$ cat config.mk
export PLATFORM = sky130hd
export DESIGN_NAME = fft4_top
export DESIGN_NICKNAME = d
export VERILOG_FILES = /design/src/design/fft4_pkg.sv /design/src/design/butterfly.sv /design/src/design/fft4_wb_regs.sv /design/src/design/fft4_top.sv
export SDC_FILE = /design/constraint.sdc
export NUM_CORES = 2
export LEC_CHECK = 0
export BUFFER_PORTS_ARGS = -buffer_cell sky130_fd_sc_hd__buf_2
export CAP_MARGIN = 40
export CORE_MARGIN = 10
export CORE_UTILIZATION = 30
export DETAILED_ROUTE_END_ITERATION = 8
export MAX_ROUTING_LAYER = met4
export SYNTH_ARGS = -nofsm -noshare
export SYNTH_HDL_FRONTEND = slang
export SYNTH_SLANG_ARGS = --single-unit
$ cat constraint.sdc
create_clock -name clk -period 6.5 [get_ports clk]
set_clock_uncertainty 0.1 [all_clocks]
set_input_delay 1.625 -clock clk [delete_from_list [all_inputs] [get_ports clk]]
set_output_delay 1.625 -clock clk [all_outputs]
set_load 0.1 [all_outputs]
$ cat src/design/fft4_pkg.sv
`default_nettype none

package fft4_pkg;

    // --------------------
    // datapath types
    // --------------------
    typedef logic signed [15:0] sample_t;   // q1.15 real or imag part
    typedef logic signed [31:0] prod_t;     // products, aligned xp, sums

    // re in the upper half so a bus word is one sample
    typedef struct packed {
        sample_t re;
        sample_t im;
    } cplx_t;

    localparam sample_t TW_UNITY_RE = 16'sd32767;   // +1.0 in q1.15

    // --------------------
    // wishbone classic
    // --------------------
    typedef logic [3:0]  wb_adr_t;   // word address
    typedef logic [31:0] wb_dat_t;   // full word, no byte selects

    typedef struct packed {
        logic    cyc;
        logic    stb;
        logic    we;
        wb_adr_t adr;
        wb_dat_t dat;    // write data
    } wb_req_t;

    typedef struct packed {
        logic    ack;
        wb_dat_t dat;    // read data, zero outside ack
    } wb_rsp_t;

    // register map
    localparam wb_adr_t ADDR_X0   = 4'd0;
    localparam wb_adr_t ADDR_X1   = 4'd1;
    localparam wb_adr_t ADDR_X2   = 4'd2;
    localparam wb_adr_t ADDR_X3   = 4'd3;
    localparam wb_adr_t ADDR_CTRL = 4'd4;    // bit 0 starts a transform
    localparam wb_adr_t ADDR_STAT = 4'd5;    // bit 0 busy, bit 1 done
    localparam wb_adr_t ADDR_Y0   = 4'd8;
    localparam wb_adr_t ADDR_Y1   = 4'd9;
    localparam wb_adr_t ADDR_Y2   = 4'd10;
    localparam wb_adr_t ADDR_Y3   = 4'd11;

    typedef enum logic [1:0] {
        S_IDLE,
        S_RUN,     // transform in flight
        S_DONE     // results held until next start
    } fft_state_t;

endpackage

`default_nettype wire

$ cat src/design/butterfly.sv
`default_nettype none

module butterfly #(
    parameter fft4_pkg::sample_t TW_RE = fft4_pkg::TW_UNITY_RE,  // twiddle, real part
    parameter fft4_pkg::sample_t TW_IM = '0                       // twiddle, imag part
) (
    input  wire logic            clk,
    input  wire logic            rst_n,
    input  wire logic            en,     // operands valid this cycle
    input  wire fft4_pkg::cplx_t xp,
    input  wire fft4_pkg::cplx_t xq,
    output logic                 vld,    // yp/yq valid, 3 cycles after en
    output fft4_pkg::cplx_t      yp,     // (xp + xq*w) / 2
    output fft4_pkg::cplx_t      yq      // (xp - xq*w) / 2
);
    import fft4_pkg::*;

    // --------------------
    // enable shift
    // --------------------
    logic [2:0] en_r;   // bit n enables stage n+2

    always_ff @(posedge clk or negedge rst_n) begin
        if (!rst_n) begin
            en_r <= '0;
        end else begin
            en_r <= {en_r[1:0], en};
        end
    end

    assign vld = en_r[2];   // stage 3 holds a fresh result

    // --------------------
    // stage 1, products
    // --------------------
    prod_t pr_rr;   // xq.re * w.re
    prod_t pr_ii;   // xq.im * w.im
    prod_t pr_ri;   // xq.re * w.im
    prod_t pr_ir;   // xq.im * w.re
    prod_t xp_re_s1;
    prod_t xp_im_s1;

    always_ff @(posedge clk or negedge rst_n) begin
        if (!rst_n) begin
            pr_rr    <= '0;
            pr_ii    <= '0;
            pr_ri    <= '0;
            pr_ir    <= '0;
            xp_re_s1 <= '0;
            xp_im_s1 <= '0;
        end else if (en) begin
            pr_rr    <= prod_t'(xq.re) * prod_t'(TW_RE);
            pr_ii    <= prod_t'(xq.im) * prod_t'(TW_IM);
            pr_ri    <= prod_t'(xq.re) * prod_t'(TW_IM);
            pr_ir    <= prod_t'(xq.im) * prod_t'(TW_RE);
            xp_re_s1 <= prod_t'(xp.re) <<< 15;   // same scale as q1.15 product
            xp_im_s1 <= prod_t'(xp.im) <<< 15;
        end
    end

    // --------------------
    // stage 2, xq * w
    // --------------------
    prod_t xqw_re;
    prod_t xqw_im;
    prod_t xp_re_s2;    // xp delayed to line up
    prod_t xp_im_s2;

    always_ff @(posedge clk or negedge rst_n) begin
        if (!rst_n) begin
            xqw_re   <= '0;
            xqw_im   <= '0;
            xp_re_s2 <= '0;
            xp_im_s2 <= '0;
        end else if (en_r[0]) begin
            xqw_re   <= pr_rr - pr_ii;   // real part of complex product
            xqw_im   <= pr_ri + pr_ir;   // imag part
            xp_re_s2 <= xp_re_s1;
            xp_im_s2 <= xp_im_s1;
        end
    end

    // --------------------
    // stage 3, add / sub
    // --------------------
    prod_t yp_re_r;
    prod_t yp_im_r;
    prod_t yq_re_r;
    prod_t yq_im_r;

    always_ff @(posedge clk or negedge rst_n) begin
        if (!rst_n) begin
            yp_re_r <= '0;
            yp_im_r <= '0;
            yq_re_r <= '0;
            yq_im_r <= '0;
        end else if (en_r[1]) begin
            yp_re_r <= xp_re_s2 + xqw_re;    // wraps, no saturation
            yp_im_r <= xp_im_s2 + xqw_im;
            yq_re_r <= xp_re_s2 - xqw_re;
            yq_im_r <= xp_im_s2 - xqw_im;
        end
    end

    // >>> 16 then low 16 bits, i.e. one half per stage
    assign yp = '{re: yp_re_r[31:16], im: yp_im_r[31:16]};
    assign yq = '{re: yq_re_r[31:16], im: yq_im_r[31:16]};

    // --------------------
    // checks
    // --------------------
    // every result traces back to an en three cycles before
    a_vld_after_en: assert property (@(posedge clk) disable iff (!rst_n)
        $rose(vld) |-> $past(en, 3));

    a_vld_low_in_reset: assert property (@(posedge clk) !rst_n |-> !vld);

endmodule

`default_nettype wire

$ cat src/design/fft4_wb_regs.sv
`default_nettype none

module fft4_wb_regs (
    input  wire logic              clk,
    input  wire logic              rst_n,
    input  wire fft4_pkg::wb_req_t wb_req,
    output fft4_pkg::wb_rsp_t      wb_rsp,
    output logic                   en,       // start pulse to first stage
    output fft4_pkg::cplx_t        x0,
    output fft4_pkg::cplx_t        x1,
    output fft4_pkg::cplx_t        x2,
    output fft4_pkg::cplx_t        x3,
    input  wire fft4_pkg::cplx_t   y0,
    input  wire fft4_pkg::cplx_t   y1,
    input  wire fft4_pkg::cplx_t   y2,
    input  wire fft4_pkg::cplx_t   y3,
    input  wire logic              res_vld   // second stage done
);
    import fft4_pkg::*;

    fft_state_t state;
    logic       ack_r;
    wb_dat_t    rd_r;        // read data, only nonzero with ack
    wb_dat_t    rd_mux;
    wb_dat_t    stat_word;
    cplx_t      x_r [4];     // input samples
    cplx_t      y_r [4];     // captured results
    logic       wr_acc;      // write committed this edge
    logic       start_acc;   // start accepted this edge

    // --------------------
    // bus handshake
    // --------------------
    // one ack per access, one cycle after cyc & stb
    always_ff @(posedge clk or negedge rst_n) begin
        if (!rst_n) begin
            ack_r <= 1'b0;
            rd_r  <= '0;
        end else if (wb_req.cyc && wb_req.stb && !ack_r) begin
            ack_r <= 1'b1;
            rd_r  <= wb_req.we ? '0 : rd_mux;
        end else begin
            ack_r <= 1'b0;
            rd_r  <= '0;
        end
    end

    assign wb_rsp = '{ack: ack_r, dat: rd_r};

    // master still holds the request while ack is up
    assign wr_acc    = wb_req.cyc && wb_req.stb && wb_req.we && ack_r;
    assign start_acc = wr_acc && (wb_req.adr == ADDR_CTRL) && wb_req.dat[0]
                       && (state != S_RUN);     // start while busy dropped
    assign en        = start_acc;

    // --------------------
    // sample registers
    // --------------------
    always_ff @(posedge clk or negedge rst_n) begin
        if (!rst_n) begin
            for (int i = 0; i < 4; i++) begin
                x_r[i] <= '0;
            end
        end else if (wr_acc && (wb_req.adr <= ADDR_X3)) begin
            x_r[wb_req.adr[1:0]] <= wb_req.dat;  // re in [31:16]
        end
    end

    assign x0 = x_r[0];
    assign x1 = x_r[1];
    assign x2 = x_r[2];
    assign x3 = x_r[3];

    // result capture, held until the next transform lands
    always_ff @(posedge clk or negedge rst_n) begin
        if (!rst_n) begin
            for (int i = 0; i < 4; i++) begin
                y_r[i] <= '0;
            end
        end else if (res_vld) begin
            y_r[0] <= y0;
            y_r[1] <= y1;
            y_r[2] <= y2;
            y_r[3] <= y3;
        end
    end

    // --------------------
    // sequencer
    // --------------------
    always_ff @(posedge clk or negedge rst_n) begin
        if (!rst_n) begin
            state <= S_IDLE;
        end else begin
            case (state)
                S_IDLE, S_DONE: begin
                    if (start_acc) begin
                        state <= S_RUN;     // also clears done
                    end
                end
                S_RUN: begin
                    if (res_vld) begin
                        state <= S_DONE;
                    end
                end
                default: state <= S_IDLE;
            endcase
        end
    end

    assign stat_word = {30'b0, state == S_DONE, state == S_RUN};  // done, busy

    // read mux, sampled into rd_r with the ack
    always_comb begin
        case (wb_req.adr)
            ADDR_X0:   rd_mux = x_r[0];
            ADDR_X1:   rd_mux = x_r[1];
            ADDR_X2:   rd_mux = x_r[2];
            ADDR_X3:   rd_mux = x_r[3];
            ADDR_STAT: rd_mux = stat_word;
            ADDR_Y0:   rd_mux = y_r[0];
            ADDR_Y1:   rd_mux = y_r[1];
            ADDR_Y2:   rd_mux = y_r[2];
            ADDR_Y3:   rd_mux = y_r[3];
            default:   rd_mux = '0;     // ctrl and holes read zero
        endcase
    end

    // --------------------
    // checks
    // --------------------
    a_ack_single: assert property (@(posedge clk) disable iff (!rst_n)
        ack_r |=> !ack_r);

    // datapath result only expected while a transform runs
    a_res_in_run: assert property (@(posedge clk) disable iff (!rst_n)
        res_vld |-> state == S_RUN);

    a_en_pulse: assert property (@(posedge clk) disable iff (!rst_n)
        en |=> !en);

endmodule

`default_nettype wire

$ cat src/design/fft4_top.sv
`default_nettype none

module fft4_top (
    input  wire logic              clk,
    input  wire logic              rst_n,
    input  wire fft4_pkg::wb_req_t wb_req,
    output fft4_pkg::wb_rsp_t      wb_rsp
);
    import fft4_pkg::*;

    localparam sample_t TW_ZERO    = '0;
    localparam sample_t TW_NEG_ONE = -TW_UNITY_RE;   // imag part of -j

    logic  en;          // start pulse into stage 1
    cplx_t x0;
    cplx_t x1;
    cplx_t x2;
    cplx_t x3;
    logic  s1_vld;      // stage 1 done, starts stage 2
    cplx_t s1e_yp;      // x0 + x2
    cplx_t s1e_yq;      // x0 - x2
    cplx_t s1o_yp;      // x1 + x3
    cplx_t s1o_yq;      // x1 - x3
    logic  res_vld;
    cplx_t y0;
    cplx_t y1;
    cplx_t y2;
    cplx_t y3;

    fft4_wb_regs u_regs (
        .clk     (clk),
        .rst_n   (rst_n),
        .wb_req  (wb_req),
        .wb_rsp  (wb_rsp),
        .en      (en),
        .x0      (x0),
        .x1      (x1),
        .x2      (x2),
        .x3      (x3),
        .y0      (y0),
        .y1      (y1),
        .y2      (y2),
        .y3      (y3),
        .res_vld (res_vld)
    );

    // --------------------
    // stage 1, parallel
    // --------------------
    butterfly #(.TW_RE(TW_UNITY_RE), .TW_IM(TW_ZERO)) bf_s1_even (
        .clk (clk), .rst_n (rst_n), .en (en),
        .xp  (x0), .xq (x2),
        .vld (s1_vld), .yp (s1e_yp), .yq (s1e_yq)
    );

    // runs in lockstep with the even lane, its vld is not needed
    butterfly #(.TW_RE(TW_UNITY_RE), .TW_IM(TW_ZERO)) bf_s1_odd (
        .clk (clk), .rst_n (rst_n), .en (en),
        .xp  (x1), .xq (x3),
        .vld (), .yp (s1o_yp), .yq (s1o_yq)
    );

    // --------------------
    // stage 2, combining
    // --------------------
    butterfly #(.TW_RE(TW_UNITY_RE), .TW_IM(TW_ZERO)) bf_s2_lo (
        .clk (clk), .rst_n (rst_n), .en (s1_vld),
        .xp  (s1e_yp), .xq (s1o_yp),
        .vld (res_vld), .yp (y0), .yq (y2)     // bins 0 and 2
    );

    // w = -j rotates the odd difference
    butterfly #(.TW_RE(TW_ZERO), .TW_IM(TW_NEG_ONE)) bf_s2_hi (
        .clk (clk), .rst_n (rst_n), .en (s1_vld),
        .xp  (s1e_yq), .xq (s1o_yq),
        .vld (), .yp (y1), .yq (y3)            // bins 1 and 3
    );

endmodule

`default_nettype wire

Yosys cells after proc, flatten, opt, wreduce, memory -nomap -nowiden:

Index checks and enable logic that the tools add are counted.

* equality and inequality tests: 14
* bitwise logic cells: 1
* reductions and logical operators: 14
* magnitude comparators: 3
* muxes and demuxes: 10
* $add $sub $neg: 17
* multiply operators: 8

Operators with widths (number)
* $pmux W32 S9: 1
* $add A31 B32 Y32: 8
* $mul A16 B16 Y32 const B: 8
* $sub A31 B32 Y32: 8
* $bwmux W128: 1
* $mux W32: 3
* $demux W32 S2: 1
* $sub A1 B32 Y32 const A: 1
* $eq A4 B4 Y1 const B: 4
* $logic_and A1 B1 Y1: 9
* $eq A4 B2 Y1 const B: 2
* $eq A4 B3 Y1 const B: 2
* $ne A2 B1 Y1 const B: 3
* $eq A4 B1 Y1 const B: 1
* $le A4 B2 Y1 const B: 1
* $logic_not A4 Y1: 1
* $mux W2: 2
* $pmux W2 S2: 1
* $ge A3 B3 Y1 const B: 1
* $lt A3 B1 Y1 const B: 1
* $not A2 Y3: 1
* $eq A2 B1 Y1 const B: 1
* $eq A2 B2 Y1 const B: 1
* $logic_not A2 Y1: 1
* other kinds (4): 4

* word-level logic and storage cells: 138
* bits in registers: 1581

Depth between registers and ports, before layout:

* word-level depth: 8
* mapped depth: 27
* gate-level depth less buffers: 25

Cells and area by module:

Synthesis repeated with hierarchy kept, for this count alone.

* cell total of the unflattened synthesis: 10230
* area total of the unflattened synthesis: 107588.2 um^2

By module, submodules not included
* butterfly (bf_s1_even): area an instance 27061.0 um^2, times used 1, cells an instance 2702, seq. area each 6481.2 um^2
* butterfly (bf_s2_lo): area an instance 26857.0 um^2, times used 1, cells an instance 2671, seq. area each 6481.2 um^2
* butterfly (bf_s1_odd): area an instance 26596.8 um^2, times used 1, cells an instance 2632, seq. area each 6481.2 um^2
* butterfly (bf_s2_hi): area an instance 15048.2 um^2, times used 1, cells an instance 1410, seq. area each 6481.2 um^2
* fft4_wb_regs: area an instance 12025.3 um^2, times used 1, cells an instance 815, seq. area each 7282.0 um^2

Worst setup path after synthesis:

OpenSTA, ideal clock, no wires.

* path kind: flip-flop to flip-flop
* start: register bf_s1_odd.yp_im_r[31]
* end: register bf_s2_lo.pr_ir[30]
* cell stages (with the launch flop): 22
* library setup time: 0.125 ns
* setup slack: -0.684 ns
* required time: 6.275 ns
* data arrival time: 6.960 ns
* period minus slack after synthesis: 7.184 ns
* cells stage by stage: dfrtp_1 ha_1 xnor2_1 inv_1 fa_1 inv_1 fa_1 inv_1 fa_1 fa_1 fa_1 inv_1 ha_1 clkbuf_1 nand3_1 or3_1 nor3_1 nor3_1 or3_1 o21ai_0 xor2_1 mux2_2

* word-level cells in the longest chain between the ends: 1

RTL lines
* start, declared: line butterfly.sv:87 `prod_t yp_im_r;`
* start signal, assigned: line butterfly.sv:99 `yp_im_r <= xp_im_s2 + xqw_im;`
* $mul A16 B16 Y32: line butterfly.sv:55 `pr_ir <= prod_t'(xq.im) * prod_t'(TW_RE);`
* end signal, assigned: line butterfly.sv:55
* end, declared: line butterfly.sv:39 `prod_t pr_ir;`

Every way passes these cells.
A chain may end at the register's enable or synchronous reset.

Worst setup path after layout:

* start: register u_regs.x_r (netlist bit u_regs.x3[23])
* end: register bf_s1_odd.pr_rr[24]

* word-level cells in the longest chain between the ends: 1

RTL lines
* start, declared: line fft4_wb_regs.sv:26 `cplx_t x_r [4];`
* start signal, assigned by index: line fft4_wb_regs.sv:65 `x_r[wb_req.adr[1:0]] <= wb_req.dat;`
* $mul A16 B16 Y32: line butterfly.sv:52 `pr_rr <= prod_t'(xq.re) * prod_t'(TW_RE);`
* end signal, assigned: line butterfly.sv:52
* end, declared: line butterfly.sv:36 `prod_t pr_rr;`

Every way passes these cells.

==> flow_metrics.tcl <==
set metrics [dict create \
    status "finished, final reports clean" \
    clock_sinks 1321 \
    initial_core_util 0.301 \
    dieArea_mm2 0.374 \
    clkPwrFrac 0.141 \
    worstRegToRegCells 25 \
    synth_edf_count 0 \
    min_period_ps 6260 \
    relSlewSlack 0.296 \
    sw_frac_of_total 0.460 \
    path_clk_slew_ps 70 \
    cts_buffer_depth 3 \
    final_cell_mix "inv_1 (1510), dfrtp_1 (1300), ha_1 (1159)" \
    crit_path_max_incr_delay_ps 540 \
    dp.cells 14962 \
    instances_no_fill 15271 \
    cp-start-kind "flip-flop" \
    r2r-start "u_regs.x3[23]" \
    peakVddDrop_v 0.000981 \
    grt_start_max_net_pins 172 \
    grt_pass1_wl_um 443000 \
    drive_gt1_frac 0.159 \
    drt_iter0_drc 5064 \
    hold_class "flip-flop to flip-flop" \
    via_per_inst 4.72 \
    syn-num-nets 12226 \
    synth.avg_cell_area_um2 10.3 \
    yosys.area.top_type "dfrtp_1" \
    rsz0062_at_grt "true" \
    dr.pass1.iters 9 \
    dieHeight_um 611 \
    cp_data_arrival_time_ps 6820 \
    cap_violations 0 \
    synthArstFlopShare 1.00 \
    drc 0 \
    grt_pass1_vias 73372 \
    fp.dieW_um 611 \
    cp-end-kind "flip-flop" \
    via_count 72092 \
    yosysTopAreaCellShare 0.315 \
    crit_path_max_fanout 4 \
    synth-seq-cells 1321 \
    hold_buffers 0 \
    area_delta_synth_final_pct 13.5 \
    setup_viol 0 \
    largest_reg_flops 128 \
    hpwl_um 226000 \
    clock_latency_ps 810 \
    power_density_mw_per_mm2 529 \
    ys_types 74 \
    power_frac_seq 0.132 \
    io_buffers 73 \
    cts_tree "built" \
    worstSetupEndpoint "bf_s1_odd.pr_rr[24]" \
    grt.total_usage 0.154 \
    ios 74 \
    antenna_left 0 \
    hold_viol 0 \
    comb_power_share 0.727 \
    core.rowCount 217 \
    timing.fmax_mhz 160 \
    cts_buffers 146 \
    r2r_end "bf_s1_odd.pr_rr[24]" \
    avgRoutedWirePerCell_um 18.6 \
    grt_overflow_total 0 \
    fin_crit_sh 0.963 \
    gp_congestion 0.925 \
    layout.nets 12544 \
    wl_um 284000 \
    synthesis.instances 10208 \
    regMostFlops "u_regs.y_r" \
    antenna_found_initial 37 \
    slew_violations 0 \
    htree_levels 4 \
    r2r_setup_slack_ps 240 \
    seq_area_frac_synth 0.315 \
    intPower_mw 34.0 \
    tightest_slew_ps 1060 \
    synth_area_leaders "dfrtp_1 (32%), fa_1 (16%), ha_1 (14%)" \
    synth_ff_type "dfrtp_1" \
    p_total_mw 63.0 \
    crit_start "u_regs.x3[23]" \
    syn_area_mm2 0.105 \
    crit_path_top_delay_cell "fa_1" \
    crit_type "flip-flop to flip-flop" \
    critPathRequiredTime_ps 7070 \
    cp_common_cell "fa_1" \
    final_common_cell "inv_1" \
    yosys_warnings 0 \
    core_area_mm2 0.349 \
    clockRootBuffer "clkbuf_16" \
    leakagePower_nw 59.8 \
    switchingPower_mw 29.0 \
]
kinds of logic after synthesis:
group                    Yosys count  synth area share
adder cells (fa/ha/maj)         1992             0.295
buffers and inverters           1883            0.0674
AO/OA/AOI/OAI                   1766             0.106
AND/OR/NAND/NOR                 1753            0.0748
flip-flops                      1321             0.315
XOR/XNOR                         771            0.0644
multiplexers                     722            0.0772
critical path, delay by kind of cell (launching register included):
kind / cells / cell delay (ps)
adders and majority gates: 7 / 2960
AOI/OAI and AO/OA: 5 / 1170
buffers and inverters: 7 / 660
and+or+nand+nor: 4 / 520
DFF: 1 / 390
xor gates and xnor gates: 2 / 290
through the flow:
stage                     area, um^2  setup slack [ps]  hold WS [ps]  TNS (ps)   util
after floorplan               105000              5.80           252         0      -
after global placement        113000             -49.3           344      -148  0.325
after detailed placement      113000             -66.0           350      -105  0.325
after CTS                     119000              10.9           365         0  0.340
after global routing          119000             -60.0           377      -128  0.341
final                         119000               241           360         0  0.341
final cells by class:
type / instances / area, um^2
clock buffers: 192 / 4090
flip-flops and latches: 1321 / 33100
multi-input cells: 7004 / 65200
inverters: 1536 / 5770
repair buffers: 517 / 4030
fillers: 35200 / 230000
well taps: 4599 / 5750
diodes: 28 / 70.1
clock inverters: 74 / 1030
how the worst min path moves through the flow:
stage	start	end	slack [ps]	cells after the start
after floorplan	bf_s1_odd.en_r[0]	bf_s1_even.en_r[1]	250	0
after global placement	bf_s1_odd.pr_rr[1]	bf_s1_odd.pr_rr[1]	340	2
after detailed placement	bf_s1_odd.xp_re_s1[19]	bf_s1_odd.xp_re_s1[19]	350	2
after CTS	bf_s1_odd.xp_im_s1[26]	bf_s1_odd.xp_im_s1[26]	370	2
after global routing	bf_s1_even.xp_im_s1[27]	bf_s1_even.xp_im_s1[27]	380	2
final	bf_s1_odd.pr_rr[3]	bf_s1_odd.pr_rr[3]	360	2
timing repair:
action | CTS | global route
setup endpoints to repair | 5 | 50
setup buffers | 0 | 15
resized for setup | 3 | 118
pin swaps | 2 | 36
routing by layer:
layer	part of all wire	track usage	vias up
met3	0.044	0.0159	336
li1	-	-	34360
met1	0.48	0.216	35938
met4	0.023	0.0340	0
met5	0	-	-
met2	0.46	0.242	1458
Yosys cell counts, types with 39 or more instances:
cell type and n:
a211oi_1 45, a21o_1 171, a21oi_1 457, a221oi_1 45, a22o_1 48, a31oi_1 77
buf_1 43, clkbuf_1 302, dfrtp_1 1321, fa_1 814, ha_1 1163, inv_1 1536
mux2_2 698, nand2_1 788, nand2b_1 43, nand3_1 70, nor2_1 420, nor2b_1 55
nor3_1 86, nor4_1 39, o21ai_0 521, o21bai_1 113, or2_2 92, or3_1 44
xnor2_1 476, xor2_1 295
power groups by stage:
stage          registers (mW)  clock network [mW]  logic, mW
2_1_floorplan            8.50                   0       30.9
3_3_place_gp             8.48                   0       43.4
3_5_place_dp             8.48                   0       43.6
4_1_cts                  8.32                9.04       43.9
5_1_grt                  8.33                9.37       51.7
6_report                 8.33                8.87       45.8
(Power assumes the default switching activity.)
